[src/hdl/mips_ctrl_pkg.sv]
package mips_ctrl_pkg;

  // ALU function picked by decode
  typedef enum logic [3:0] {
    ALU_ADD,
    ALU_SUB,
    ALU_AND,
    ALU_OR,
    ALU_XOR,
    ALU_SLT,
    ALU_SLTU,
    ALU_SLL,
    ALU_SRL,
    ALU_SRA,
    ALU_LUI
  } alu_op_t;

  // Source of the register write-back
  typedef enum logic [2:0] {
    WB_ALU,
    WB_LOAD,
    WB_LINK,
    WB_HI,
    WB_LO
  } wb_sel_t;

  // How the next PC is formed
  typedef enum logic [1:0] {
    PC_SEQ,
    PC_BRANCH,
    PC_JUMP,
    PC_JREG
  } pc_sel_t;

  typedef enum logic [1:0] {
    MEM_WORD,
    MEM_BYTE_S,
    MEM_BYTE_U
  } mem_size_t;

endpackage

[src/hdl/mips_isa_pkg.sv]
package mips_isa_pkg;

  // Field widths of the MIPS-I encoding
  typedef logic [31:0] word_t;
  typedef logic [4:0]  reg_idx_t;
  typedef logic [5:0]  opcode_t;
  typedef logic [5:0]  funct_t;
  typedef logic [4:0]  shamt_t;

  // Primary opcodes
  localparam opcode_t OP_SPECIAL = 6'h00;
  localparam opcode_t OP_J       = 6'h02;
  localparam opcode_t OP_JAL     = 6'h03;
  localparam opcode_t OP_BEQ     = 6'h04;
  localparam opcode_t OP_BNE     = 6'h05;
  localparam opcode_t OP_ADDIU   = 6'h09;
  localparam opcode_t OP_SLTI    = 6'h0a;
  localparam opcode_t OP_ANDI    = 6'h0c;
  localparam opcode_t OP_ORI     = 6'h0d;
  localparam opcode_t OP_XORI    = 6'h0e;
  localparam opcode_t OP_LUI     = 6'h0f;
  localparam opcode_t OP_LB      = 6'h20;
  localparam opcode_t OP_LW      = 6'h23;
  localparam opcode_t OP_LBU     = 6'h24;
  localparam opcode_t OP_SB      = 6'h28;
  localparam opcode_t OP_SW      = 6'h2b;

  // Function codes under OP_SPECIAL
  localparam funct_t FN_SLL   = 6'h00;
  localparam funct_t FN_SRL   = 6'h02;
  localparam funct_t FN_SRA   = 6'h03;
  localparam funct_t FN_JR    = 6'h08;
  localparam funct_t FN_MFHI  = 6'h10;
  localparam funct_t FN_MFLO  = 6'h12;
  localparam funct_t FN_MULTU = 6'h19;
  localparam funct_t FN_ADDU  = 6'h21;
  localparam funct_t FN_SUBU  = 6'h23;
  localparam funct_t FN_AND   = 6'h24;
  localparam funct_t FN_OR    = 6'h25;
  localparam funct_t FN_XOR   = 6'h26;
  localparam funct_t FN_SLT   = 6'h2a;
  localparam funct_t FN_SLTU  = 6'h2b;

  localparam word_t    RESET_VECTOR = 32'hbfc0_0000;
  localparam reg_idx_t REG_V0       = 5'd2;

endpackage
[src/hdl/mips_result.sv]
module mips_result (
  input  mips_ctrl_pkg::wb_sel_t   wb_sel,
  input  mips_ctrl_pkg::mem_size_t mem_size,
  input  logic                     mem_write,
  input  mips_isa_pkg::word_t      alu_result,
  input  mips_isa_pkg::word_t      data_readdata,
  input  mips_isa_pkg::word_t      rt_value,
  input  mips_isa_pkg::word_t      pc,
  input  mips_isa_pkg::word_t      hi,
  input  mips_isa_pkg::word_t      lo,
  output mips_isa_pkg::word_t      write_data,
  output mips_isa_pkg::word_t      data_writedata
);
  import mips_isa_pkg::*;
  import mips_ctrl_pkg::*;

  logic [1:0] lane;
  logic [7:0] load_byte;
  word_t      load_value;
  word_t      store_word;

  assign lane = alu_result[1:0];

  // Big-endian lane order puts lane 0 in the top byte
  always_comb begin
    case (lane)
      2'd0:    load_byte = data_readdata[31:24];
      2'd1:    load_byte = data_readdata[23:16];
      2'd2:    load_byte = data_readdata[15:8];
      default: load_byte = data_readdata[7:0];
    endcase
  end

  always_comb begin
    case (mem_size)
      MEM_BYTE_S: load_value = {{24{load_byte[7]}}, load_byte};
      MEM_BYTE_U: load_value = {24'h000000, load_byte};
      default:    load_value = data_readdata;
    endcase
  end

  // sb rewrites a single lane of the word just read
  always_comb begin
    store_word = data_readdata;
    if (mem_size == MEM_WORD) begin
      store_word = rt_value;
    end else begin
      case (lane)
        2'd0:    store_word[31:24] = rt_value[7:0];
        2'd1:    store_word[23:16] = rt_value[7:0];
        2'd2:    store_word[15:8]  = rt_value[7:0];
        default: store_word[7:0]   = rt_value[7:0];
      endcase
    end
  end

  assign data_writedata = mem_write ? store_word : '0;

  always_comb begin
    case (wb_sel)
      WB_LOAD: write_data = load_value;
      WB_LINK: write_data = pc + 32'd8;
      WB_HI:   write_data = hi;
      WB_LO:   write_data = lo;
      default: write_data = alu_result;
    endcase
  end

endmodule

[config.mk]
export PLATFORM = sky130hd
export DESIGN_NAME = mips_result
export DESIGN_NICKNAME = d
export VERILOG_FILES = /design/src/hdl/mips_ctrl_pkg.sv /design/src/hdl/mips_isa_pkg.sv /design/src/hdl/mips_result.sv
export SDC_FILE = /design/constraint.sdc
export NUM_CORES = 1
export LEC_CHECK = 0
export ABC_AREA = 1
export BUFFER_PORTS_ARGS = -buffer_cell sky130_fd_sc_hd__buf_2
export CAP_MARGIN = 15
export CORE_AREA = 2 2 101 103
export DETAILED_ROUTE_END_ITERATION = 8
export DIE_AREA = 0 0 103 105
export GPL_ROUTABILITY_DRIVEN = 0
export GPL_TIMING_DRIVEN = 1
export PLACE_DENSITY = 0.72
export REMOVE_ABC_BUFFERS = 1
export SLEW_MARGIN = 25
export SYNTH_ARGS = -nofsm -noshare
export SYNTH_HDL_FRONTEND = slang
export SYNTH_SLANG_ARGS = --single-unit
[constraint.sdc]
create_clock -name vclk -period 3
set_clock_uncertainty 0.1 [all_clocks]
set_input_delay 0.9 -clock vclk [all_inputs]
set_output_delay 0.9 -clock vclk [all_outputs]
set_load 0.005 [all_outputs]
## Word level (Yosys, flattened, before mapping)

Index checks and enable logic that the tools add are counted.

| storage, ports and cells | value |
|---|---|
| word-level logic and storage cells | 21 |
| output and inout bits | 64 |
| register bits | 0 |
| bits of input ports | 198 |

| cells by class | value |
|---|---|
| muxes and demuxes | 9 |
| reduce and logical (&&, ||, !) cells | 3 |
| equality and inequality tests | 8 |
| add/subtract/negate cells | 1 |

Operator list:

| cell | count |
|---|---|
| $pmux 32 s4 | 1 |
| $mux 32 | 2 |
| $pmux 32 s2 | 1 |
| $add 32x4->32 const B | 1 |
| $mux 8 | 4 |
| $pmux 8 s3 | 1 |
| $eq 3x2->1 const B | 2 |
| $eq 2x1->1 const B | 2 |
| $eq 2x2->1 const B | 2 |
| $logic_not 2->1 | 2 |
| $eq 3x1->1 const B | 1 |
| $eq 3x3->1 const B | 1 |
| $reduce_or 3->1 | 1 |

## Logic depth before layout (Yosys ltp)

| depth | value |
|---|---|
| depth in word-level cells | 5 |
| depth in mapped cells | 9 |
| gate-level depth less buffers | 9 |

## Worst setup path after synthesis

Ideal clock, no wire load.

| timing | value |
|---|---|
| path kind | input-to-output |
| from | in mem_size[0] |
| to | out write_data[19] |
| cell stages on the path | 7 |
| data arrival time | 1908 ps |
| buffers on the path | 1 |
| data required time | 2000 ps |
| slack | 92 ps |
| path through | inv_1 > ha_1 > clkbuf_1 > nor2_1 > nor2_1 > a21oi_1 > nand3_1 |

| between the ends | value |
|---|---|
| longest elaborated chain between the ends | 3 |
| elaborated cells between the ends (all ways) | 4 |
| those cells by class | eq/ne: 2; mux: 2 |

RTL lines:

| what | line | source |
|---|---|---|
| from (decl) | mips_result.sv:3 | `input mips_ctrl_pkg::mem_size_t mem_size,` |
| $eq 2x2->1 or $eq 2x1->1 (tied branches) | mips_result.sv:35 | `case (mem_size)` |
| $pmux 32 s2 (*) | mips_result.sv:35 |  |
| $pmux 32 s4 (*) | mips_result.sv:60 | `case (wb_sel)` |
| to (decl) | mips_result.sv:11 | `output mips_isa_pkg::word_t write_data,` |

Mark *: on every way between the ends. The rest lies on a longest branch, timed or not.

## Worst setup path in the final report

| timing | value |
|---|---|
| from | in mem_size[0] |
| to | out write_data[3] |

The elaborated chain is that of the path after synthesis.

==> run metrics <==
total number of yosys warnings 0; global-route track usage on met1 36.46%; dominant cell type by area after synthesis sky130_fd_sc_hd__nand2_1; drt initial violations 311; total cell area at the placement stage ~5200 sq um; number of remaining DRC errors 0; number of primary I/O pins 262; finished layout cell area slightly below 6000 sq um; critical path data required time approximately 2 ns; overall global routing resource usage between 20 and 30%; power per cell area ~140 nW/um^2; type of the setup path with the least slack in2out; wire per inst roughly 14 um; largest cells by area after synthesis sky130_fd_sc_hd__nand2_1 (20%), sky130_fd_sc_hd__inv_1 (19%), sky130_fd_sc_hd__nor2_1 (16%), sky130_fd_sc_hd__o21ai_0 (10%), sky130_fd_sc_hd__nand3_1 (6.4%); endpoint type of the worst setup path output pin; number of buffers inserted by port buffering 262; residual overflow from global routing 0; met3 usage in global routing 3.278%; die width approximately 100 um; maximum resistive drop on vdd 63.56 uV; outcome finished with violations; number of hold violations in the final report 0; number of placement rows 36; sequential cells 0; count of distinct cell types in the synthesized netlist 28; core area just under 10000 sq um; reported leakage power approximately 0.0034 uW; synthesis-to-finish area growth 69.47%; clock tree buffer count of the final layout 0; worst hold slack 1.989 ns; number of buffers inserted by hold repair at cts 0; maximum number of pins on one net before global-route repair 25; Fillers 1051; vias after detailed routing between 5000 and 6000; post-detail-place hpwl ~14000 um; CP Data Arrival Time a little over 2 ns; Mapped Area around 3400 sq um; via count of the first global-routing pass between 5000 and 6000; DRT antenna net count 0; relative slew slack 84.26%; unrepaired setup endpoints after global routing yes; least setup slack across all paths after layout -0.07226 ns; post-DR vias/cell 4.958; count of max-cap constraint violations 0; antenna violations before repair 1; failing checks setup timing; met2 layer usage reported by global route 53.48%; clock period minus final worst setup slack 3.072 ns; number of nets in the final layout approximately 1300; Final setup viols 21; largest fanout on the critical path 8; max-slew violations 0; startpoint class of the critical path input pin; top cell type's share of synthesized area around 20%; chip height roughly 110 um; share of synthesized area occupied by flip-flops and latches 0%; die footprint approximately 11000 sq um; final WL between 15000 and 20000 um; first-pass detailed-route iteration total 5; synthesized area divided by synthesized cell count between 4 and 5 sq um; share of the cycle needed by the critical path after routing 102.4%; min-delay worst type in2out; GR peak layer met2; Initial Utilization 35.50%; count of mapped cells out of synthesis between 700 and 800; sequential cell area 0 sq um; fraction of final layout cells sized beyond drive strength 1 about 41%; wire length of the first global-routing pass approximately 26000 um; slew at the pin with the worst max-slew slack roughly 0.23 ns; maximum frequency from static timing analysis 325.5 MHz; utilization after layout about three fifths
## path summary, 6_finish.rpt
path	depth (start not counted)	to	slack [ns]	from
hold / removal	4	write_data[29]	1.99	alu_result[29]
setup / recovery	11	write_data[3]	-0.07	mem_size[0]
## Yosys cell counts (all sizes together) (4+ instances only)
cell    instances
inv           171
nand3          46
o22ai          32
buf            14
nand2         185
ha              4
o21bai          4
a21oi          26
clkbuf         18
nand4          26
or2             4
nor2          147
o21ai          77
nand3b          4
## kinds of logic after synthesis
kind of cell	after synthesis	share of synthesized area, %
AOI/OAI and AO/OA	147	23.55
xor gates and xnor gates	1	0.2560
adders and majority gates	4	1.463
buffers and inverters	203	23.91
and+or+nand+nor	412	50.82
## placed cells by master, fill, tap and decap left out, drive strengths merged
cell type    n
a22o         3
xor2         1
clkbuf       1
a31oi        3
nand4       26
diode        1
o21a         1
a21oi       26
o22ai       32
nand3b       4
inv        170
clkinvlp     1
ha           4
nor2       147
o21ai       77
nand3       46
a21o         1
buf        329
o21bai       4
nand2      185
or2          4
## power breakdown
part | total, uW | switching (uW) | internal (uW)
logic | 833 | 447 | 386
registers | 0 | 0 | 0
clock network | 0.0000445 | 0 | 0.0000445
total | 833 | 447 | 386
## through the flow
| step | setup TNS [ns] | setup slack (ns) | instances | total power (uW) |
|---|---|---|---|---|
| global placement | -6.526 | -0.3125 | 1188 | 714.0 |
| CTS | -0.1560 | -0.03843 | 1193 | 768.6 |
| floorplan | -6.501 | -0.1963 | 735 | 311.5 |
| detailed placement | -6.708 | -0.3083 | 1188 | 717.0 |
| finish | -0.5668 | -0.07226 | 1199 | 833.0 |
| global route | -2.186 | -0.1564 | 1199 | 914.6 |
## area by class of cell
cell class	count	area (sq um)	share of cell area (%)
diodes	1	2.502	0.04315
repair buffers	330	1999	34.48
inverters	171	663.1	11.43
multi-input cells	564	2968	51.18
well taps	133	166.4	2.869
## repair_timing
| item | CTS | global route |
|---|---|---|
| pin swaps | 16 | 35 |
| setup buffers | 4 | 5 |
| cloned | 1 | 0 |
| resized for setup | 53 | 104 |
| endpoints found under the hold margin | 0 | 0 |
| setup endpoints to repair | 45 | 57 |
## layer usage
layer | wire, um | part of all wire, %
met2 | 8275 | 48
met1 | 6653 | 39
met5 | 0 | 0
met3 | 1727 | 10
met4 | 463 | 2.7
## worst max-delay path: stages
cell and delay [ns]:
sky130_fd_sc_hd__buf_8 0.10, sky130_fd_sc_hd__inv_4 0.05, sky130_fd_sc_hd__ha_4 0.23, sky130_fd_sc_hd__buf_4 0.15
sky130_fd_sc_hd__nand2_4 0.08, sky130_fd_sc_hd__inv_4 0.06, sky130_fd_sc_hd__o21ai_1 0.15, sky130_fd_sc_hd__nor2_1 0.06
sky130_fd_sc_hd__nor2_1 0.10, sky130_fd_sc_hd__nand2_1 0.05, sky130_fd_sc_hd__buf_2 0.12
No activity file was read; power rests on OpenSTA's default activity.
