**config.mk**
```make
export PLATFORM = sky130hd
export DESIGN_NAME = mips_execute
export DESIGN_NICKNAME = d
export VERILOG_FILES = /design/src/hdl/mips_ctrl_pkg.sv /design/src/hdl/mips_isa_pkg.sv /design/src/hdl/mips_execute.sv
export SDC_FILE = /design/constraint.sdc
export NUM_CORES = 2
export LEC_CHECK = 0
export ABC_AREA = 1
export BUFFER_PORTS_ARGS = -buffer_cell sky130_fd_sc_hd__buf_2
export CAP_MARGIN = 0
export CORE_ASPECT_RATIO = 1.1
export CORE_MARGIN = 2
export CORE_UTILIZATION = 55
export DETAILED_ROUTE_END_ITERATION = 10
export HOLD_SLACK_MARGIN = 0.05
export PLACE_DENSITY_LB_ADDON = 0.15
export SLEW_MARGIN = 20
export SYNTH_ARGS = -nofsm -noshare
export SYNTH_HDL_FRONTEND = slang
export SYNTH_SLANG_ARGS = --single-unit
```
**constraint.sdc**
```tcl
create_clock -name clk -period 11.3 [get_ports clk]
set_input_delay 3.39 -clock clk [delete_from_list [all_inputs] [get_ports clk]]
set_output_delay 3.39 -clock clk [all_outputs]
set_load 0.1 [all_outputs]
```
**src/hdl/mips_ctrl_pkg.sv**
```systemverilog
package mips_ctrl_pkg;

  // ALU function picked by decode
  typedef enum logic [3:0] {
    ALU_ADD,
    ALU_SUB,
    ALU_AND,
    ALU_OR,
    ALU_XOR,
    ALU_SLT,
    ALU_SLTU,
    ALU_SLL,
    ALU_SRL,
    ALU_SRA,
    ALU_LUI
  } alu_op_t;

  // Source of the register write-back
  typedef enum logic [2:0] {
    WB_ALU,
    WB_LOAD,
    WB_LINK,
    WB_HI,
    WB_LO
  } wb_sel_t;

  // How the next PC is formed
  typedef enum logic [1:0] {
    PC_SEQ,
    PC_BRANCH,
    PC_JUMP,
    PC_JREG
  } pc_sel_t;

  typedef enum logic [1:0] {
    MEM_WORD,
    MEM_BYTE_S,
    MEM_BYTE_U
  } mem_size_t;

endpackage

```
**src/hdl/mips_isa_pkg.sv**
```systemverilog
package mips_isa_pkg;

  // Field widths of the MIPS-I encoding
  typedef logic [31:0] word_t;
  typedef logic [4:0]  reg_idx_t;
  typedef logic [5:0]  opcode_t;
  typedef logic [5:0]  funct_t;
  typedef logic [4:0]  shamt_t;

  // Primary opcodes
  localparam opcode_t OP_SPECIAL = 6'h00;
  localparam opcode_t OP_J       = 6'h02;
  localparam opcode_t OP_JAL     = 6'h03;
  localparam opcode_t OP_BEQ     = 6'h04;
  localparam opcode_t OP_BNE     = 6'h05;
  localparam opcode_t OP_ADDIU   = 6'h09;
  localparam opcode_t OP_SLTI    = 6'h0a;
  localparam opcode_t OP_ANDI    = 6'h0c;
  localparam opcode_t OP_ORI     = 6'h0d;
  localparam opcode_t OP_XORI    = 6'h0e;
  localparam opcode_t OP_LUI     = 6'h0f;
  localparam opcode_t OP_LB      = 6'h20;
  localparam opcode_t OP_LW      = 6'h23;
  localparam opcode_t OP_LBU     = 6'h24;
  localparam opcode_t OP_SB      = 6'h28;
  localparam opcode_t OP_SW      = 6'h2b;

  // Function codes under OP_SPECIAL
  localparam funct_t FN_SLL   = 6'h00;
  localparam funct_t FN_SRL   = 6'h02;
  localparam funct_t FN_SRA   = 6'h03;
  localparam funct_t FN_JR    = 6'h08;
  localparam funct_t FN_MFHI  = 6'h10;
  localparam funct_t FN_MFLO  = 6'h12;
  localparam funct_t FN_MULTU = 6'h19;
  localparam funct_t FN_ADDU  = 6'h21;
  localparam funct_t FN_SUBU  = 6'h23;
  localparam funct_t FN_AND   = 6'h24;
  localparam funct_t FN_OR    = 6'h25;
  localparam funct_t FN_XOR   = 6'h26;
  localparam funct_t FN_SLT   = 6'h2a;
  localparam funct_t FN_SLTU  = 6'h2b;

  localparam word_t    RESET_VECTOR = 32'hbfc0_0000;
  localparam reg_idx_t REG_V0       = 5'd2;

endpackage
```
**src/hdl/mips_execute.sv**
```systemverilog
module mips_execute (
  input  logic                    clk,
  input  logic                    reset,
  input  logic                    clk_enable,
  input  mips_ctrl_pkg::alu_op_t  alu_op,
  input  logic                    alu_src_imm,
  input  logic                    hilo_write,
  input  mips_ctrl_pkg::pc_sel_t  pc_sel,
  input  mips_isa_pkg::shamt_t    shamt,
  input  mips_isa_pkg::word_t     rs_value,
  input  mips_isa_pkg::word_t     rt_value,
  input  mips_isa_pkg::word_t     imm_ext,
  input  mips_isa_pkg::word_t     pc,
  input  mips_isa_pkg::word_t     instr,
  output mips_isa_pkg::word_t     alu_result,
  output mips_isa_pkg::word_t     redirect_target,
  output mips_isa_pkg::word_t     hi,
  output mips_isa_pkg::word_t     lo,
  output logic                    redirect
);
  import mips_isa_pkg::*;
  import mips_ctrl_pkg::*;

  word_t       operand_b;
  word_t       pc_plus4;
  word_t       branch_target;
  word_t       jump_target;
  opcode_t     opcode;
  logic        regs_equal;
  logic        branch_taken;
  logic [63:0] product;

  assign operand_b = alu_src_imm ? imm_ext : rt_value;
  assign opcode    = instr[31:26];

  always_comb begin
    case (alu_op)
      ALU_ADD:  alu_result = rs_value + operand_b;
      ALU_SUB:  alu_result = rs_value - operand_b;
      ALU_AND:  alu_result = rs_value & operand_b;
      ALU_OR:   alu_result = rs_value | operand_b;
      ALU_XOR:  alu_result = rs_value ^ operand_b;
      ALU_SLT:  alu_result = {31'b0, $signed(rs_value) < $signed(operand_b)};
      ALU_SLTU: alu_result = {31'b0, rs_value < operand_b};
      // Shifts take rt and the shamt field
      ALU_SLL:  alu_result = rt_value << shamt;
      ALU_SRL:  alu_result = rt_value >> shamt;
      ALU_SRA:  alu_result = word_t'($signed(rt_value) >>> shamt);
      ALU_LUI:  alu_result = {operand_b[15:0], 16'h0000};
      default:  alu_result = '0;
    endcase
  end

  // Branch offsets count from the delay slot
  assign pc_plus4      = pc + 32'd4;
  assign branch_target = pc_plus4 + {imm_ext[29:0], 2'b00};
  assign jump_target   = {pc_plus4[31:28], instr[25:0], 2'b00};

  assign regs_equal   = (rs_value == rt_value);
  assign branch_taken = (opcode == OP_BNE) ? !regs_equal : regs_equal;

  always_comb begin
    case (pc_sel)
      PC_BRANCH: begin
        redirect        = branch_taken;
        redirect_target = branch_target;
      end
      PC_JUMP: begin
        redirect        = 1'b1;
        redirect_target = jump_target;
      end
      PC_JREG: begin
        redirect        = 1'b1;
        redirect_target = rs_value;
      end
      default: begin
        redirect        = 1'b0;
        redirect_target = pc_plus4;
      end
    endcase
  end

  assign product = {32'h0, rs_value} * {32'h0, rt_value};

  always_ff @(posedge clk) begin
    if (reset) begin
      hi <= '0;
      lo <= '0;
    end else if (clk_enable && hilo_write) begin
      hi <= product[63:32];
      lo <= product[31:0];
    end
  end

  // Branch decision only knows beq and bne
  branch_opcode: assert property (
    @(posedge clk) disable iff (reset)
    (pc_sel == PC_BRANCH) |-> (opcode == OP_BEQ || opcode == OP_BNE)
  ) else $error("execute: branch select for opcode %h", opcode);

endmodule

```
After elaboration in Yosys (flattened, before gate mapping)
Index checks and enable logic that the tools add are counted.
Storage, ports and cells
  register bits: 64
  input bits: 176
  output and inout port bits: 129
  word-level logic and storage cells: 39
Operators by class
  add/subtract/negate cells: 4
  multipliers: 1
  order comparisons: 2
  equality and inequality tests: 15
  shift operators: 3
  muxes and demuxes: 5
  bitwise gates (word level): 3
  reduce and logical (&&, ||, !) cells: 4
Operators with widths (count)
  case mux 32 bit (11 select lines): 1
  case mux 32 bit (3 select lines): 1
  adder 32 bit: 2
  < comparator 32 bit: 2
  multiplier 32 x 32 -> 64 bit: 1
  adder 32 x 3 -> 32 bit (second input constant): 1
  AND 32 bit: 1
  equality test 32 bit: 1
  two-way mux 32 bit: 1
  bitwise OR 32 bit: 1
  << shifter 32 x 5 -> 32 bit: 1
  right shift 32 x 5 -> 32 bit: 1
  >>> shifter 32 x 5 -> 32 bit: 1
  subtractor 32 bit: 1
  bitwise XOR 32 bit: 1
  equality test 4 x 3 -> 1 bit (second input constant): 4
  equality test 4 bit (second input constant): 3
  equality test 4 x 2 -> 1 bit (second input constant): 2
  equality test 6 x 3 -> 1 bit (second input constant): 1
  equality test 2 bit (second input constant): 2
  equality test 4 x 1 -> 1 bit (second input constant): 1
  zero test 4 bit: 1
  equality test 2 x 1 -> 1 bit (second input constant): 1
  case mux 1 bit (2 select lines): 1
  4 further kinds: 4

Logic depth before layout (Yosys ltp)
  word-level depth: 4
  gate-level depth with buffers: 33
  depth with buffers taken out: 31

Worst setup path after synthesis
No wires, ideal clock.
  path type: in2out
  from: input port pc[2]
  to: output port redirect_target[19]
  data arrival time: 6.291 ns
  setup slack: 1.619 ns
  stages: 16
  buffers on the path: 0
  path through: ha_1 > nand2_1 > inv_1 > nand2_2 > nor2_4 > nand2_2 > nor3_2 > xor2_1 > ha_1 > a21oi_1 > o21ai_0 > a21oi_1 > nand2_1 > or2_2 > nand3_1 > nand4_1
Between the ends
  longest elaborated chain between the ends: 3
Ends and longest elaborated chain
  start: declaration: line mips_execute.sv:13  | input mips_isa_pkg::word_t pc,
  adder 32 x 3 -> 32 bit (*): line mips_execute.sv:55  | assign pc_plus4 = pc + 32'd4;
  adder 32 bit: line mips_execute.sv:56  | assign branch_target = pc_plus4 + {imm_ext[29:0], 2'b00};
  case mux 32 bit (3 select lines) (*): line mips_execute.sv:63  | case (pc_sel)
  end: declaration: line mips_execute.sv:16  | output mips_isa_pkg::word_t redirect_target,
Mark *: on every way between the ends. The rest lies on a longest branch, timed or not.

Worst setup path after layout
  from: input port rt_value[5]
  to: output port alu_result[26]
Between the ends
  longest elaborated chain between the ends: 3
Ends and longest elaborated chain
  start: declaration: line mips_execute.sv:11  | input mips_isa_pkg::word_t rt_value,
  two-way mux 32 bit: line mips_execute.sv:33  | assign operand_b = alu_src_imm ? imm_ext : rt_value;
  subtractor 32 bit or adder 32 bit (tied branches): line mips_execute.sv:39, mips_execute.sv:38
  case mux 32 bit (11 select lines) (*): line mips_execute.sv:37  | case (alu_op)
  end: declaration: line mips_execute.sv:15  | output mips_isa_pkg::word_t alu_result,
Marked as above.

==> results.toml <==
[floorplanning]
die_w_um = 298
die_area_sq_mm = 0.0976
start_util_pct = 55.6
coreArea_sq_mm = 0.0942
core.rowCount = 118
num_io_pins = 305
die_y_um = 328

[cts]
cts.reportedPaths.clkPinSlew_ns = 0.06
worstSkewPairLatency_ns = 0.34
post_cts_resized = 0
cts_tree = "built"
cts.root.buffer_cell = "clkbuf_16"
postCtsHoldBufs = 0
clock_sinks = 64
htree_levels = 3
cts_made_buffers = 9
cts.path.max_buffers = 2
post_cts_buffers = 0

[layout]
fin_nets = 9648
drive_gt1_share_pct = 6.52
synthToLayoutAreaGrowth_pct = 5.36
post-route-util_pct = 58.5
fill_cells = 9447

[worst_setup_path]
cp-end-kind = "primary output"
cp_common_cell = "nand3_1"
worst_ep_required_time_ns = 7.91
path_class = "primary input to primary output"
crit_arrival_ns = 7.63
cp_top_family = "simple AND/OR/NAND/NOR gates"
crit_chain = "buf_2, inv_1, o21ai_0, inv_1, ha_1, nand2_1, nor3_1, nand3_1, nand3_1, nand3b_1, nand3_1, nand3_1, nand3_1, buf_2"
cp-start-kind = "primary input"
critPathMaxStageDelay_ns = 0.67
crit_buf_inv = 4
cp_slowest_cell = "buf_2"
worstPathMaxFanout = 34

[placement]
port_buffers = 304
routabilityCongestion = 1.08
place_hpwl_um = 166000

[global_route]
grt_overflow = 0
antenna_found_initial = 17
grt_pass1_wl_um = 304000
gr-usage-all-layers_pct = 40.8
first_global_vias = 52800
grt_max_degree = 100

[yosys]
syn-num-nets = 9574
ys_warn_count = 0
synth.avg_cell_area_sq_um = 6.48
synth-seq-cells = 64
syn_area_sq_mm = 0.0523
seq_area_frac_synth_pct = 2.45
syn_inst = 8078
synth.distinct_cells = 57

[detailed_routing]
ant_nets = 0
wl_met1_um = 74900
dr.pass1.iters = 7
vias_per_cell = 5.47
wl_met2_um = 91000
highest_layer = "met5"
avgRoutedWirePerCell_um = 20.9
drt-total-wl_um = 197000
drc_errors = 0
vias = 51500
met3_length_um = 16600
drt_iter0_drc = 4833

[timing]
whs_ns = 0.487
rsz0062_at_grt = "false"
fmax_ghz = 0.0908
post-route-period-util_pct = 97.5
skew_ns = 0
finalCriticalPeriod_ns = 11.02
final_hold_viol_count = 0
setup_tns_ns = 0
worstMarginPinSlew_ns = 1.06
maxSlewViolCount = 0
setup_viol = 0
maxSlewHeadroom_pct = 29.4

[min_path]
hold_class = "flop to flop"

[status]
outcome = "finished, final reports clean"

[job]
drv_cap = 0
==> sequential cells by signal (all words and copies together) (netlist names) <==
signal  cells
hi         32
lo         32
==> placed cells by master (no fill, tap or decap), drive strengths merged, types with 8 or more instances in the layout <==
| cell | n |
|---|---|
| nand2 | 2518 |
| inv | 2125 |
| fa | 899 |
| nor2 | 469 |
| buf | 426 |
| ha | 421 |
| nand3 | 421 |
| o21ai | 244 |
| a21oi | 214 |
| dfxtp | 64 |
| nor3 | 61 |
| nand4 | 47 |
| xor2 | 40 |
| nand3b | 26 |
| o211ai | 22 |
| o21bai | 19 |
| o2111ai | 17 |
| xnor2 | 16 |
| nor4 | 13 |
| a31oi | 13 |
| and2 | 13 |
| clkbuf | 11 |
| o21a | 10 |
| or2 | 10 |
| o22ai | 8 |
==> worst min-delay path, cell delays in order (launching register included) <==
cell	delay [ns]
dfxtp_1	0.32
nor2_1	0.05
nor2_1	0.08
==> final timing paths <==
| kind | end | slack [ns] | depth (start not counted) | start |
|---|---|---|---|---|
| setup / recovery | alu_result[26] | 0.28 | 14 | rt_value[5] |
| hold / removal | lo[2] | 0.49 | 2 | lo[2] |
| setup reg to reg | lo[7] | 10.53 | 4 | lo[7] |
| hold reg to reg | lo[2] | 0.49 | 2 | lo[2] |
==> routing by layer <==
layer  GRT usage [%]  vias up
li1                -    23700
met1            51.0    24600
met2            66.9     2628
met3            5.47      582
met4            25.7        4
met5               0        -
==> cells in the mapped netlist (all sizes together) <==
library cell	count	area, sq um
nand2	2518	9490
inv	2126	7990
fa	899	18000
nor2	469	1840
ha	421	5270
nand3	421	2120
clkbuf	257	965
o21ai	244	1240
a21oi	214	1100
buf	106	602
dfxtp	64	1280
nor3	61	343
nand4	47	300
xor2	40	358
nand3b	26	195
o211ai	22	165
o21bai	19	143
o2111ai	17	149
xnor2	16	140
a31oi	13	81.3
and2	13	91.3
nor4	13	81.3
o21a	10	75.1
or2	10	62.6
o22ai	8	50.1
a21o	5	37.5
a21boi	4	30.0
a221oi	4	35.0
o221ai	3	26.3
a211oi	2	15.0
clkinv	2	7.51
mux2i	2	32.5
a2111oi	1	8.76
a22o	1	8.76
==> cells by family (layout without fill, tap and decap cells) <==
logic type | after synthesis | after routing | share of synthesized area (%)
adders and majority gates | 1320 | 1320 | 44.5
other | 0 | 7 | 0
xor gates and xnor gates | 56 | 56 | 0.952
buffers and inverters | 2491 | 2568 | 18.3
AOI/OAI and AO/OA | 567 | 567 | 6.06
and+or+nand+nor | 3578 | 3578 | 27.8
DFF | 64 | 64 | 2.45
muxes | 2 | 2 | 0.0622
==> per-stage QoR <==
step	instance area [sq um]	setup slack, ns	instances
after floorplan	52300	1.62	8078
after CTS	55100	0.587	9415
final	55100	0.282	9422
after global routing	55100	0.197	9415
after global placement	54800	0.619	9401
after detailed placement	54800	0.597	9401
==> area by class of cell <==
cell class	instances	area [sq um]	share of cell area, %
Sequential cell	64	1280	2.32
Timing Repair Buffer	426	2470	4.49
Antenna cell	7	17.5	0.0318
Clock buffer	11	253	0.458
Tap cell	1260	1580	2.86
Multi-Input combinational cell	5523	41500	75.3
Clock inverter	3	42.5	0.0772
Inverter	2128	7990	14.5
Power is not shown: default switching activity piles up to over one toggle a cycle in this logic, so the estimate is an artifact.
