<file path="config.mk">
export PLATFORM = sky130hd
export DESIGN_NAME = mips_decode
export DESIGN_NICKNAME = d
export VERILOG_FILES = /design/src/hdl/mips_ctrl_pkg.sv /design/src/hdl/mips_isa_pkg.sv /design/src/hdl/mips_decode.sv
export SDC_FILE = /design/constraint.sdc
export NUM_CORES = 1
export LEC_CHECK = 0
export BUFFER_PORTS_ARGS = -buffer_cell sky130_fd_sc_hd__buf_2
export CAP_MARGIN = 20
export CELL_PAD_IN_SITES_DETAIL_PLACEMENT = 1
export CELL_PAD_IN_SITES_GLOBAL_PLACEMENT = 2
export CORE_AREA = 4 4 80 82
export DETAILED_ROUTE_END_ITERATION = 16
export DIE_AREA = 0 0 84 86
export PLACE_DENSITY_LB_ADDON = 0.15
export SLEW_MARGIN = 20
export SYNTH_ARGS = -nofsm -noshare
export SYNTH_HDL_FRONTEND = slang
export SYNTH_SLANG_ARGS = --single-unit
export TNS_END_PERCENT = 5
</file>
<file path="constraint.sdc">
create_clock -name vclk -period 2.6
set_input_delay 0.26 -clock vclk [all_inputs]
set_output_delay 0.26 -clock vclk [all_outputs]
set_load 0.03 [all_outputs]
</file>
<file path="src/hdl/mips_ctrl_pkg.sv">
package mips_ctrl_pkg;

  // ALU function picked by decode
  typedef enum logic [3:0] {
    ALU_ADD,
    ALU_SUB,
    ALU_AND,
    ALU_OR,
    ALU_XOR,
    ALU_SLT,
    ALU_SLTU,
    ALU_SLL,
    ALU_SRL,
    ALU_SRA,
    ALU_LUI
  } alu_op_t;

  // Source of the register write-back
  typedef enum logic [2:0] {
    WB_ALU,
    WB_LOAD,
    WB_LINK,
    WB_HI,
    WB_LO
  } wb_sel_t;

  // How the next PC is formed
  typedef enum logic [1:0] {
    PC_SEQ,
    PC_BRANCH,
    PC_JUMP,
    PC_JREG
  } pc_sel_t;

  typedef enum logic [1:0] {
    MEM_WORD,
    MEM_BYTE_S,
    MEM_BYTE_U
  } mem_size_t;

endpackage

</file>
<file path="src/hdl/mips_isa_pkg.sv">
package mips_isa_pkg;

  // Field widths of the MIPS-I encoding
  typedef logic [31:0] word_t;
  typedef logic [4:0]  reg_idx_t;
  typedef logic [5:0]  opcode_t;
  typedef logic [5:0]  funct_t;
  typedef logic [4:0]  shamt_t;

  // Primary opcodes
  localparam opcode_t OP_SPECIAL = 6'h00;
  localparam opcode_t OP_J       = 6'h02;
  localparam opcode_t OP_JAL     = 6'h03;
  localparam opcode_t OP_BEQ     = 6'h04;
  localparam opcode_t OP_BNE     = 6'h05;
  localparam opcode_t OP_ADDIU   = 6'h09;
  localparam opcode_t OP_SLTI    = 6'h0a;
  localparam opcode_t OP_ANDI    = 6'h0c;
  localparam opcode_t OP_ORI     = 6'h0d;
  localparam opcode_t OP_XORI    = 6'h0e;
  localparam opcode_t OP_LUI     = 6'h0f;
  localparam opcode_t OP_LB      = 6'h20;
  localparam opcode_t OP_LW      = 6'h23;
  localparam opcode_t OP_LBU     = 6'h24;
  localparam opcode_t OP_SB      = 6'h28;
  localparam opcode_t OP_SW      = 6'h2b;

  // Function codes under OP_SPECIAL
  localparam funct_t FN_SLL   = 6'h00;
  localparam funct_t FN_SRL   = 6'h02;
  localparam funct_t FN_SRA   = 6'h03;
  localparam funct_t FN_JR    = 6'h08;
  localparam funct_t FN_MFHI  = 6'h10;
  localparam funct_t FN_MFLO  = 6'h12;
  localparam funct_t FN_MULTU = 6'h19;
  localparam funct_t FN_ADDU  = 6'h21;
  localparam funct_t FN_SUBU  = 6'h23;
  localparam funct_t FN_AND   = 6'h24;
  localparam funct_t FN_OR    = 6'h25;
  localparam funct_t FN_XOR   = 6'h26;
  localparam funct_t FN_SLT   = 6'h2a;
  localparam funct_t FN_SLTU  = 6'h2b;

  localparam word_t    RESET_VECTOR = 32'hbfc0_0000;
  localparam reg_idx_t REG_V0       = 5'd2;

endpackage
</file>
<file path="src/hdl/mips_decode.sv">
module mips_decode (
  input  mips_isa_pkg::word_t       instr,
  output mips_ctrl_pkg::alu_op_t    alu_op,
  output logic                      alu_src_imm,
  output logic                      reg_write,
  output logic                      mem_read,
  output logic                      mem_write,
  output logic                      hilo_write,
  output mips_ctrl_pkg::wb_sel_t    wb_sel,
  output mips_ctrl_pkg::mem_size_t  mem_size,
  output mips_ctrl_pkg::pc_sel_t    pc_sel,
  output mips_isa_pkg::reg_idx_t    dest_reg,
  output mips_isa_pkg::reg_idx_t    rs_idx,
  output mips_isa_pkg::reg_idx_t    rt_idx,
  output mips_isa_pkg::shamt_t      shamt,
  output mips_isa_pkg::word_t       imm_ext
);
  import mips_isa_pkg::*;
  import mips_ctrl_pkg::*;

  opcode_t  opcode;
  funct_t   funct;
  reg_idx_t rd_idx;
  logic     zero_ext;

  assign opcode = instr[31:26];
  assign funct  = instr[5:0];
  assign rs_idx = instr[25:21];
  assign rt_idx = instr[20:16];
  assign rd_idx = instr[15:11];
  assign shamt  = instr[10:6];

  // Logical immediates are zero extended, everything else sign extended
  assign zero_ext = (opcode == OP_ANDI) || (opcode == OP_ORI) || (opcode == OP_XORI);
  assign imm_ext  = zero_ext ? {16'h0000, instr[15:0]} : {{16{instr[15]}}, instr[15:0]};

  always_comb begin
    // Defaults form a no-op
    alu_op      = ALU_ADD;
    alu_src_imm = 1'b0;
    reg_write   = 1'b0;
    mem_read    = 1'b0;
    mem_write   = 1'b0;
    hilo_write  = 1'b0;
    wb_sel      = WB_ALU;
    mem_size    = MEM_WORD;
    pc_sel      = PC_SEQ;
    dest_reg    = rt_idx;

    case (opcode)
      OP_SPECIAL: begin
        dest_reg = rd_idx;
        case (funct)
          FN_SLL:   begin alu_op = ALU_SLL;  reg_write = 1'b1; end
          FN_SRL:   begin alu_op = ALU_SRL;  reg_write = 1'b1; end
          FN_SRA:   begin alu_op = ALU_SRA;  reg_write = 1'b1; end
          FN_ADDU:  begin alu_op = ALU_ADD;  reg_write = 1'b1; end
          FN_SUBU:  begin alu_op = ALU_SUB;  reg_write = 1'b1; end
          FN_AND:   begin alu_op = ALU_AND;  reg_write = 1'b1; end
          FN_OR:    begin alu_op = ALU_OR;   reg_write = 1'b1; end
          FN_XOR:   begin alu_op = ALU_XOR;  reg_write = 1'b1; end
          FN_SLT:   begin alu_op = ALU_SLT;  reg_write = 1'b1; end
          FN_SLTU:  begin alu_op = ALU_SLTU; reg_write = 1'b1; end
          FN_MFHI:  begin wb_sel = WB_HI;    reg_write = 1'b1; end
          FN_MFLO:  begin wb_sel = WB_LO;    reg_write = 1'b1; end
          FN_MULTU: hilo_write = 1'b1;
          FN_JR:    pc_sel = PC_JREG;
          default:  ;
        endcase
      end
      OP_ADDIU: begin alu_op = ALU_ADD;  alu_src_imm = 1'b1; reg_write = 1'b1; end
      OP_ANDI:  begin alu_op = ALU_AND;  alu_src_imm = 1'b1; reg_write = 1'b1; end
      OP_ORI:   begin alu_op = ALU_OR;   alu_src_imm = 1'b1; reg_write = 1'b1; end
      OP_XORI:  begin alu_op = ALU_XOR;  alu_src_imm = 1'b1; reg_write = 1'b1; end
      OP_SLTI:  begin alu_op = ALU_SLT;  alu_src_imm = 1'b1; reg_write = 1'b1; end
      OP_LUI:   begin alu_op = ALU_LUI;  alu_src_imm = 1'b1; reg_write = 1'b1; end
      OP_LW, OP_LB, OP_LBU: begin
        alu_src_imm = 1'b1;
        mem_read    = 1'b1;
        reg_write   = 1'b1;
        wb_sel      = WB_LOAD;
        if (opcode == OP_LB) begin
          mem_size = MEM_BYTE_S;
        end else if (opcode == OP_LBU) begin
          mem_size = MEM_BYTE_U;
        end
      end
      OP_SW: begin
        alu_src_imm = 1'b1;
        mem_write   = 1'b1;
      end
      OP_SB: begin
        // Read too, so the other bytes of the word can be merged
        alu_src_imm = 1'b1;
        mem_read    = 1'b1;
        mem_write   = 1'b1;
        mem_size    = MEM_BYTE_U;
      end
      OP_BEQ, OP_BNE: pc_sel = PC_BRANCH;
      OP_J:           pc_sel = PC_JUMP;
      OP_JAL: begin
        pc_sel    = PC_JUMP;
        reg_write = 1'b1;
        wb_sel    = WB_LINK;
        dest_reg  = 5'd31;
      end
      default: ;
    endcase
  end

endmodule

</file>
Word-level counts from Yosys, hierarchy flattened. Cells that the tools add are included.

Reductions and logical operators: 12. Mux-type cells: 18. Eq/ne operators: 28.

Operators with widths (number): $eq A6 B6 Y1 const B (12); $eq A6 B4 Y1 const B (7); $pmux W4 S9 (1); $mux W32 (1); $eq A6 B2 Y1 const B (4); $pmux W4 S6 (1); $eq A6 B5 Y1 const B (3); $eq A6 B3 Y1 const B (2); $logic_not A6 Y1 (2); $reduce_or A12 Y1 (1); $reduce_or A11 Y1 (1); $pmux W5 S2 (1); $reduce_or A10 Y1 (1); $pmux W3 S3 (1); $mux W1 (6); $mux W2 (3); $pmux W2 S3 (1); $pmux W3 S2 (1); $reduce_or A2 Y1 (3); $pmux W2 S2 (1); $reduce_or A4 Y1 (1); $reduce_or A3 Y1 (1); $logic_or A1 B1 Y1 (2); $pmux W1 S2 (1).

Word-level logic and storage cells: 58. Output and inout bits: 68. Bits in registers: 0.

Depth between registers and ports, before layout. Gate-level depths: netlist of the first run.

Depth after elaboration: 4. Depth in mapped cells: 7. Gate-level depth less buffers: 5.

Worst setup path before layout of the first run. OpenSTA, ideal clock, no wires.

Kind: input to output. Start point: input instr[28]. End point: output imm_ext[17]. Path slack: 545 ps. Data required time: 2340 ps. Buffers on the path: 2. Stages on the path: 5. Data arrival time: 1795 ps. Cell sequence: buf_2 nand3_1 a21oi_1 nor2b_1 buf_4.

Cells in the longest elaborated chain, start to end: 4. Elaborated cells on any way between the ends: 6. Those cells by class: eq/ne (3); mux (1); reduce/logical (2).

Ends and longest elaborated chain: start, declared (line mips_decode.sv:2) `input mips_isa_pkg::word_t instr,`; $eq A6 B4 Y1 (line mips_decode.sv:34) `assign zero_ext = (opcode == OP_ANDI) || (opcode == OP_ORI) || (opcode == OP_XORI);`; $logic_or A1 B1 Y1 (line mips_decode.sv:34); $logic_or A1 B1 Y1 (*) (line mips_decode.sv:34); $mux W32 (*) (line mips_decode.sv:35) `assign imm_ext = zero_ext ? {16'h0000, instr[15:0]} : {{16{instr[15]}}, instr[15:0]};`; end, declared (line mips_decode.sv:16) `output mips_isa_pkg::word_t imm_ext`.

Every way passes the cells marked *; elsewhere a longest branch is shown, timed or not.

Worst setup path after layout of the first run.
Start point: input instr[29]. End point: output alu_op[2].

Cells in the longest elaborated chain, start to end: 2. Elaborated cells on any way between the ends: 7. Those cells by class: eq/ne (5); mux (1); reduce/logical (1).

Ends and longest elaborated chain: $eq A6 B4 Y1 / $logic_not A6 Y1 (equally long branches) (line mips_decode.sv:50) `case (opcode)`; $pmux W4 S6 (*) (line mips_decode.sv:50); end, declared (line mips_decode.sv:3) `output mips_ctrl_pkg::alu_op_t alu_op,`.

Marked as above.

==> metrics.txt, run 1 <==
Min-Delay Path Class=in -> out; initial drt markers=18; worst hold slack=0.520 ns; clock network power share=0%; first-pass GRT wire length=5460 um; setup repair bufs after CTS=0; Final ANT Viol Nets=0; Cell Int Power=63.5 uW; Hold Startpoint=instr[24]; largest net degree at the start of global routing=17; RSZ-0062 raised after global routing=false; Slew Viols, Final=0; worst relative slew slack=55.5%; max frequency=500 MHz; Crit. End Element=output port; Distinct cells, synth=43; Synth area leaders=buf_4 35%, nand2_1 5.7%, nor2_1 5.7%; hold path cells=0; Clock buffer cells=0; DIE HEIGHT=86 um; Hold Vio Cnt, Final=0; vias after detailed routing=1072; CP bufs+invs=2; sequential area share after synthesis=0%; endpoints failing setup=0; syn_area_per_cell=6.38 um^2; minimum clock period=2.00 ns; GRT Overall Usage=8.66%; crit path launch type=input port; # rows=28; worst setup path class=in -> out; DPL Wire Length=2760 um; vias in the first global route=1079; Final #Nets=211; Core Box Area=5750 um^2; crit path cell chain=buf_2, nor4_2, nand2_2, nor2_1, o21ai_2, o22ai_1, buf_2; Comb pwr share=100.0%; Yosys top cell by area=buf_4; slowest CP cell=nor4_2; DR pass1 iterations=3; cts repair resizes=0; leakage=0.000526 uW; CP most frequent cell=buf_2; fraction of layout cells with a size suffix above 1=49.7%; Worst Tran Pin Value=0.666 ns; Net Sw Power=155 uW; synthesized instance count=156; Data arrival, critical path=1.74 ns; most instantiated cells after synthesis=47 x buf_4, 15 x nand2_1, 15 x nor2_1; syn nets=188; number of antenna violations at the first check in global routing=0; global route overflow=0; IO Pins=100; final WL=3300 um; vias per inst=4.25; hold buffer count at cts=0; DRC viols=0; crit path max fanout=13; Net Sw Frac=70.9%; top-count cell post-synth=buf_4; die area=7220 um^2; FF/Latch Area=0 um^2; multi-input logic area=589 um^2; DR WL met2=1420 um; crit share post-route=77.0%; port buffer count=75; Synth top area share=35.5%; max-cap violation count=0; metal3 WL=310 um; num sequential=0; diode count=0; PD cells=205 nW/um^2; Seq pwr share=0%; Placer Congestion=0.733; Initial Utilization=17.3%; post-synthesis cell area=995 um^2; hold endpoint=rs_idx[3]; Die X=84 um; Yosys warning total=0; M1 WL=1520 um; outcome=completed; CP peak stage delay=0.38 ns; Top Metal Used=met4; delay-heaviest family, CP=simple AND/OR/NAND/NOR gates; setup_tns=0 ns; Req. time, crit path=2.34 ns; peak supply drop=0.0472 mV; WL per Instance=13.1 um; Layout area overhead=7.17%; Fillers=740
-- how the worst max path moves through the flow --
| stage | from | endpoint | slack (ns) | cells after the start |
|---|---|---|---|---|
| 5_1_grt | instr[31] | imm_ext[21] | 0.47 | 6 |
| 4_1_cts | instr[29] | alu_op[2] | 0.62 | 7 |
| 2_1_floorplan | instr[28] | imm_ext[17] | 0.55 | 5 |
| 3_5_place_dp | instr[29] | alu_op[2] | 0.62 | 7 |
| 6_report | instr[29] | alu_op[2] | 0.60 | 7 |
| 3_3_place_gp | instr[31] | hilo_write | 0.69 | 7 |
-- kinds of logic after synthesis --
family,count (synthesis),synth area share [%]
XOR/XNOR,1,0.881
AO/OA/AOI/OAI,30,20.0
AND/OR/NAND/NOR,69,38.4
buffers and inverters,56,40.8
-- power groups by stage --
| stage | registers [uW] | logic (uW) | clock network [uW] |
|---|---|---|---|
| after global routing | 0 | 237 | 0 |
| after detailed placement | 0 | 220 | 0 |
| after floorplan | 0 | 231 | 0 |
| final | 0 | 218 | 0 |
| after global placement | 0 | 222 | 0 |
| after CTS | 0 | 221 | 0 |
-- cell usage in the layout, fill, tap and decap left out, types with 2 or more instances in the layout --
| cell type | n |
|---|---|
| nand3_1 | 8 |
| nand2_1 | 15 |
| or3b_1 | 2 |
| o21ai_0 | 5 |
| nor2b_1 | 3 |
| nand2b_1 | 2 |
| nor3_1 | 6 |
| nor2_1 | 15 |
| a21oi_1 | 10 |
| nor4_1 | 2 |
| inv_1 | 2 |
| o21ai_1 | 2 |
| nor4_2 | 2 |
| buf_2 | 75 |
| nand2_2 | 3 |
-- through the flow --
| stage | instances | setup slack, ns | util [%] | power [uW] | cell area (um^2) |
|---|---|---|---|---|---|
| final | 252 | 0.599 | 18.6 | 218 | 1070 |
| after global routing | 252 | 0.468 | 18.6 | 237 | 1070 |
| after CTS | 252 | 0.616 | 18.6 | 221 | 1070 |
| after detailed placement | 252 | 0.616 | 18.6 | 220 | 1070 |
| after global placement | 252 | 0.688 | 18.6 | 222 | 1070 |
| after floorplan | 156 | 0.545 | - | 231 | 995 |
-- routing by layer --
| layer | vias to the layer above | track usage [%] |
|---|---|---|
| li1 | 529 | - |
| met1 | 481 | 11.7 |
| met2 | 51 | 14.6 |
| met3 | 11 | 1.83 |
| met4 | 0 | 1.02 |
| met5 | - | 0 |
-- cell type report --
type	instances	share of cell area [%]
inverter	2	0.704
tap	75	8.80
timing repair buffer	75	35.2
multi-input combinational	100	55.3
Note: power is estimated with default switching activity, not from simulation.
==> run 2, diff against run 1 <==
--- a/config.mk
+++ b/config.mk
@@ -9,9 +9,9 @@
 export CAP_MARGIN = 20
 export CELL_PAD_IN_SITES_DETAIL_PLACEMENT = 1
 export CELL_PAD_IN_SITES_GLOBAL_PLACEMENT = 2
-export CORE_AREA = 4 4 80 82
+export CORE_AREA = 4 4 87 89
 export DETAILED_ROUTE_END_ITERATION = 16
-export DIE_AREA = 0 0 84 86
+export DIE_AREA = 0 0 91 93
 export PLACE_DENSITY_LB_ADDON = 0.15
 export SLEW_MARGIN = 20
 export SYNTH_ARGS = -nofsm -noshare
==> constraint.sdc (replaced) <==
create_clock -name vclk -period 1.65
set_input_delay 0.165 -clock vclk [all_inputs]
set_output_delay 0.165 -clock vclk [all_outputs]
set_load 0.03 [all_outputs]
==> metrics.txt, run 2 (same netlist as run 1, synthesis figures left out) <==
leakage=0.000593 uW (+13%); RSZ-0062 raised after global routing=true; Power Total=370 uW (+70%); die area=8460 um^2 (+17%); crit path max fanout=11 (-2); global route overflow=0 (unchanged); hold buffer count at cts=0 (unchanged); peak supply drop=0.0370 mV (-22%); initial drt markers=27 (+9); cts repair resizes=0 (unchanged); pre-CTS WS=0.0249 ns (-0.591 ns); Fillers=868 (+17%); port buffer count=75 (unchanged); WL per Instance=13.4 um (+2.3%); setup repair bufs after CTS=0 (unchanged); crit path launch type=input port; M1 WL=1490 um (-2.2%); Min-Delay Path Class=in -> out; DIE HEIGHT=93 um (+8.1%); Top Metal Used=met4; max-cap violation count=0 (unchanged); Data arrival, critical path=1.38 ns (-0.36 ns); Initial Utilization=14.7% (-2.6 points); Layout area overhead=19.5%; minimum clock period=1.55 ns; FF/Latch Area=0 um^2 (unchanged); PD cells=312 nW/um^2 (+52%); fin worst setup slack=0.100 ns (-0.499 ns); Die X=91 um (+8.3%); IO Pins=100 (unchanged); Worst Tran Pin Value=0.276 ns (-0.389 ns); metal3 WL=252 um (-19%); Crit. End Element=output port; endpoints failing setup=0 (unchanged); DR WL met2=1820 um (+28%); max frequency=645 MHz; most frequent cells in the layout=75 x buf_2, 15 x nand2_1, 14 x nor2_1, 11 x buf_4, 10 x a21oi_1; vias per inst=4.12 (-3.3%); Placer Congestion=0.724 (-1.3%); worst setup path class=in -> out; first-pass GRT wire length=5570 um (+2.0%); worst relative slew slack=81.4% (+26 points); Hold Vio Cnt, Final=0 (unchanged); fraction of layout cells with a size suffix above 1=54.0% (+4.3 points); commonest non-fill, non-tap cell in the layout=buf_2; Final #Nets=223 (+5.7%); GRT Overall Usage=7.54% (-1.1 points); DPL Wire Length=3130 um (+13%); Req. time, crit path=1.48 ns (-0.86 ns); Final ANT Viol Nets=0 (unchanged); Slew Viols, Final=0 (unchanged); num sequential=0 (unchanged); DR pass1 iterations=3 (unchanged); DRC viols=0 (unchanged); setup_tns=0 ns (unchanged); largest net degree at the start of global routing=17 (unchanged); worst hold slack=0.330 ns (-0.190 ns); vias after detailed routing=1107 (+3.3%); vias in the first global route=1111 (+3.0%); Core Box Area=6760 um^2 (+18%); number of antenna violations at the first check in global routing=0 (unchanged); final WL=3600 um (+9.2%); Clock buffer cells=0 (unchanged); # rows=30 (+7.1%); diode count=0 (unchanged); fin util=17.6% (-0.96 points); crit share post-route=93.9%; outcome=completed
run 2: cell count changes in the layout (fill, tap and decap cells not counted), sizes merged:
| cell | previous run | this run |
|---|---|---|
| buf | 75 | 87 |
run 2: area by class of cell:
type,instances,area (um^2),share of cell area [%]
Multi-Input combinational cell,100,603,50.7
Inverter,2,7.51,0.632
Timing Repair Buffer,87,478,40.2
Tap cell,80,100,8.42
run 2: through the flow:
stage          area, um^2  std cells
2_1_floorplan         997        156
3_3_place_gp         1180        269
3_5_place_dp         1180        269
4_1_cts              1180        269
5_1_grt              1190        269
6_report             1190        269
run 2: where the power goes:
| part | internal, uW | total [uW] | switching, uW |
|---|---|---|---|
| clock network | 0 | 0 | 0 |
| logic | 120 | 370 | 251 |
| registers | 0 | 0 | 0 |
| total | 120 | 370 | 251 |
run 2: worst max-delay path: stages:
cell     delay (ns)
buf_2          0.12
buf_4          0.18
nor2_1         0.12
nand2_2        0.09
nor2_4         0.17
nand2_2        0.08
nor4_2         0.23
buf_2          0.24
run 2: metal layers:
| metal | global-route usage, % | vias up |
|---|---|---|
| met4 | 1.01 | 0 |
| met1 | 8.91 | 505 |
| met2 | 14.6 | 41 |
| li1 | - | 553 |
| met5 | 0 | - |
| met3 | 1.13 | 8 |
run 2: final timing paths:
kind,from,to,slack [ns],cells after the start
worst min-delay path,instr[23],rs_idx[2],0.33,0
worst max-delay path,instr[28],hilo_write,0.10,8
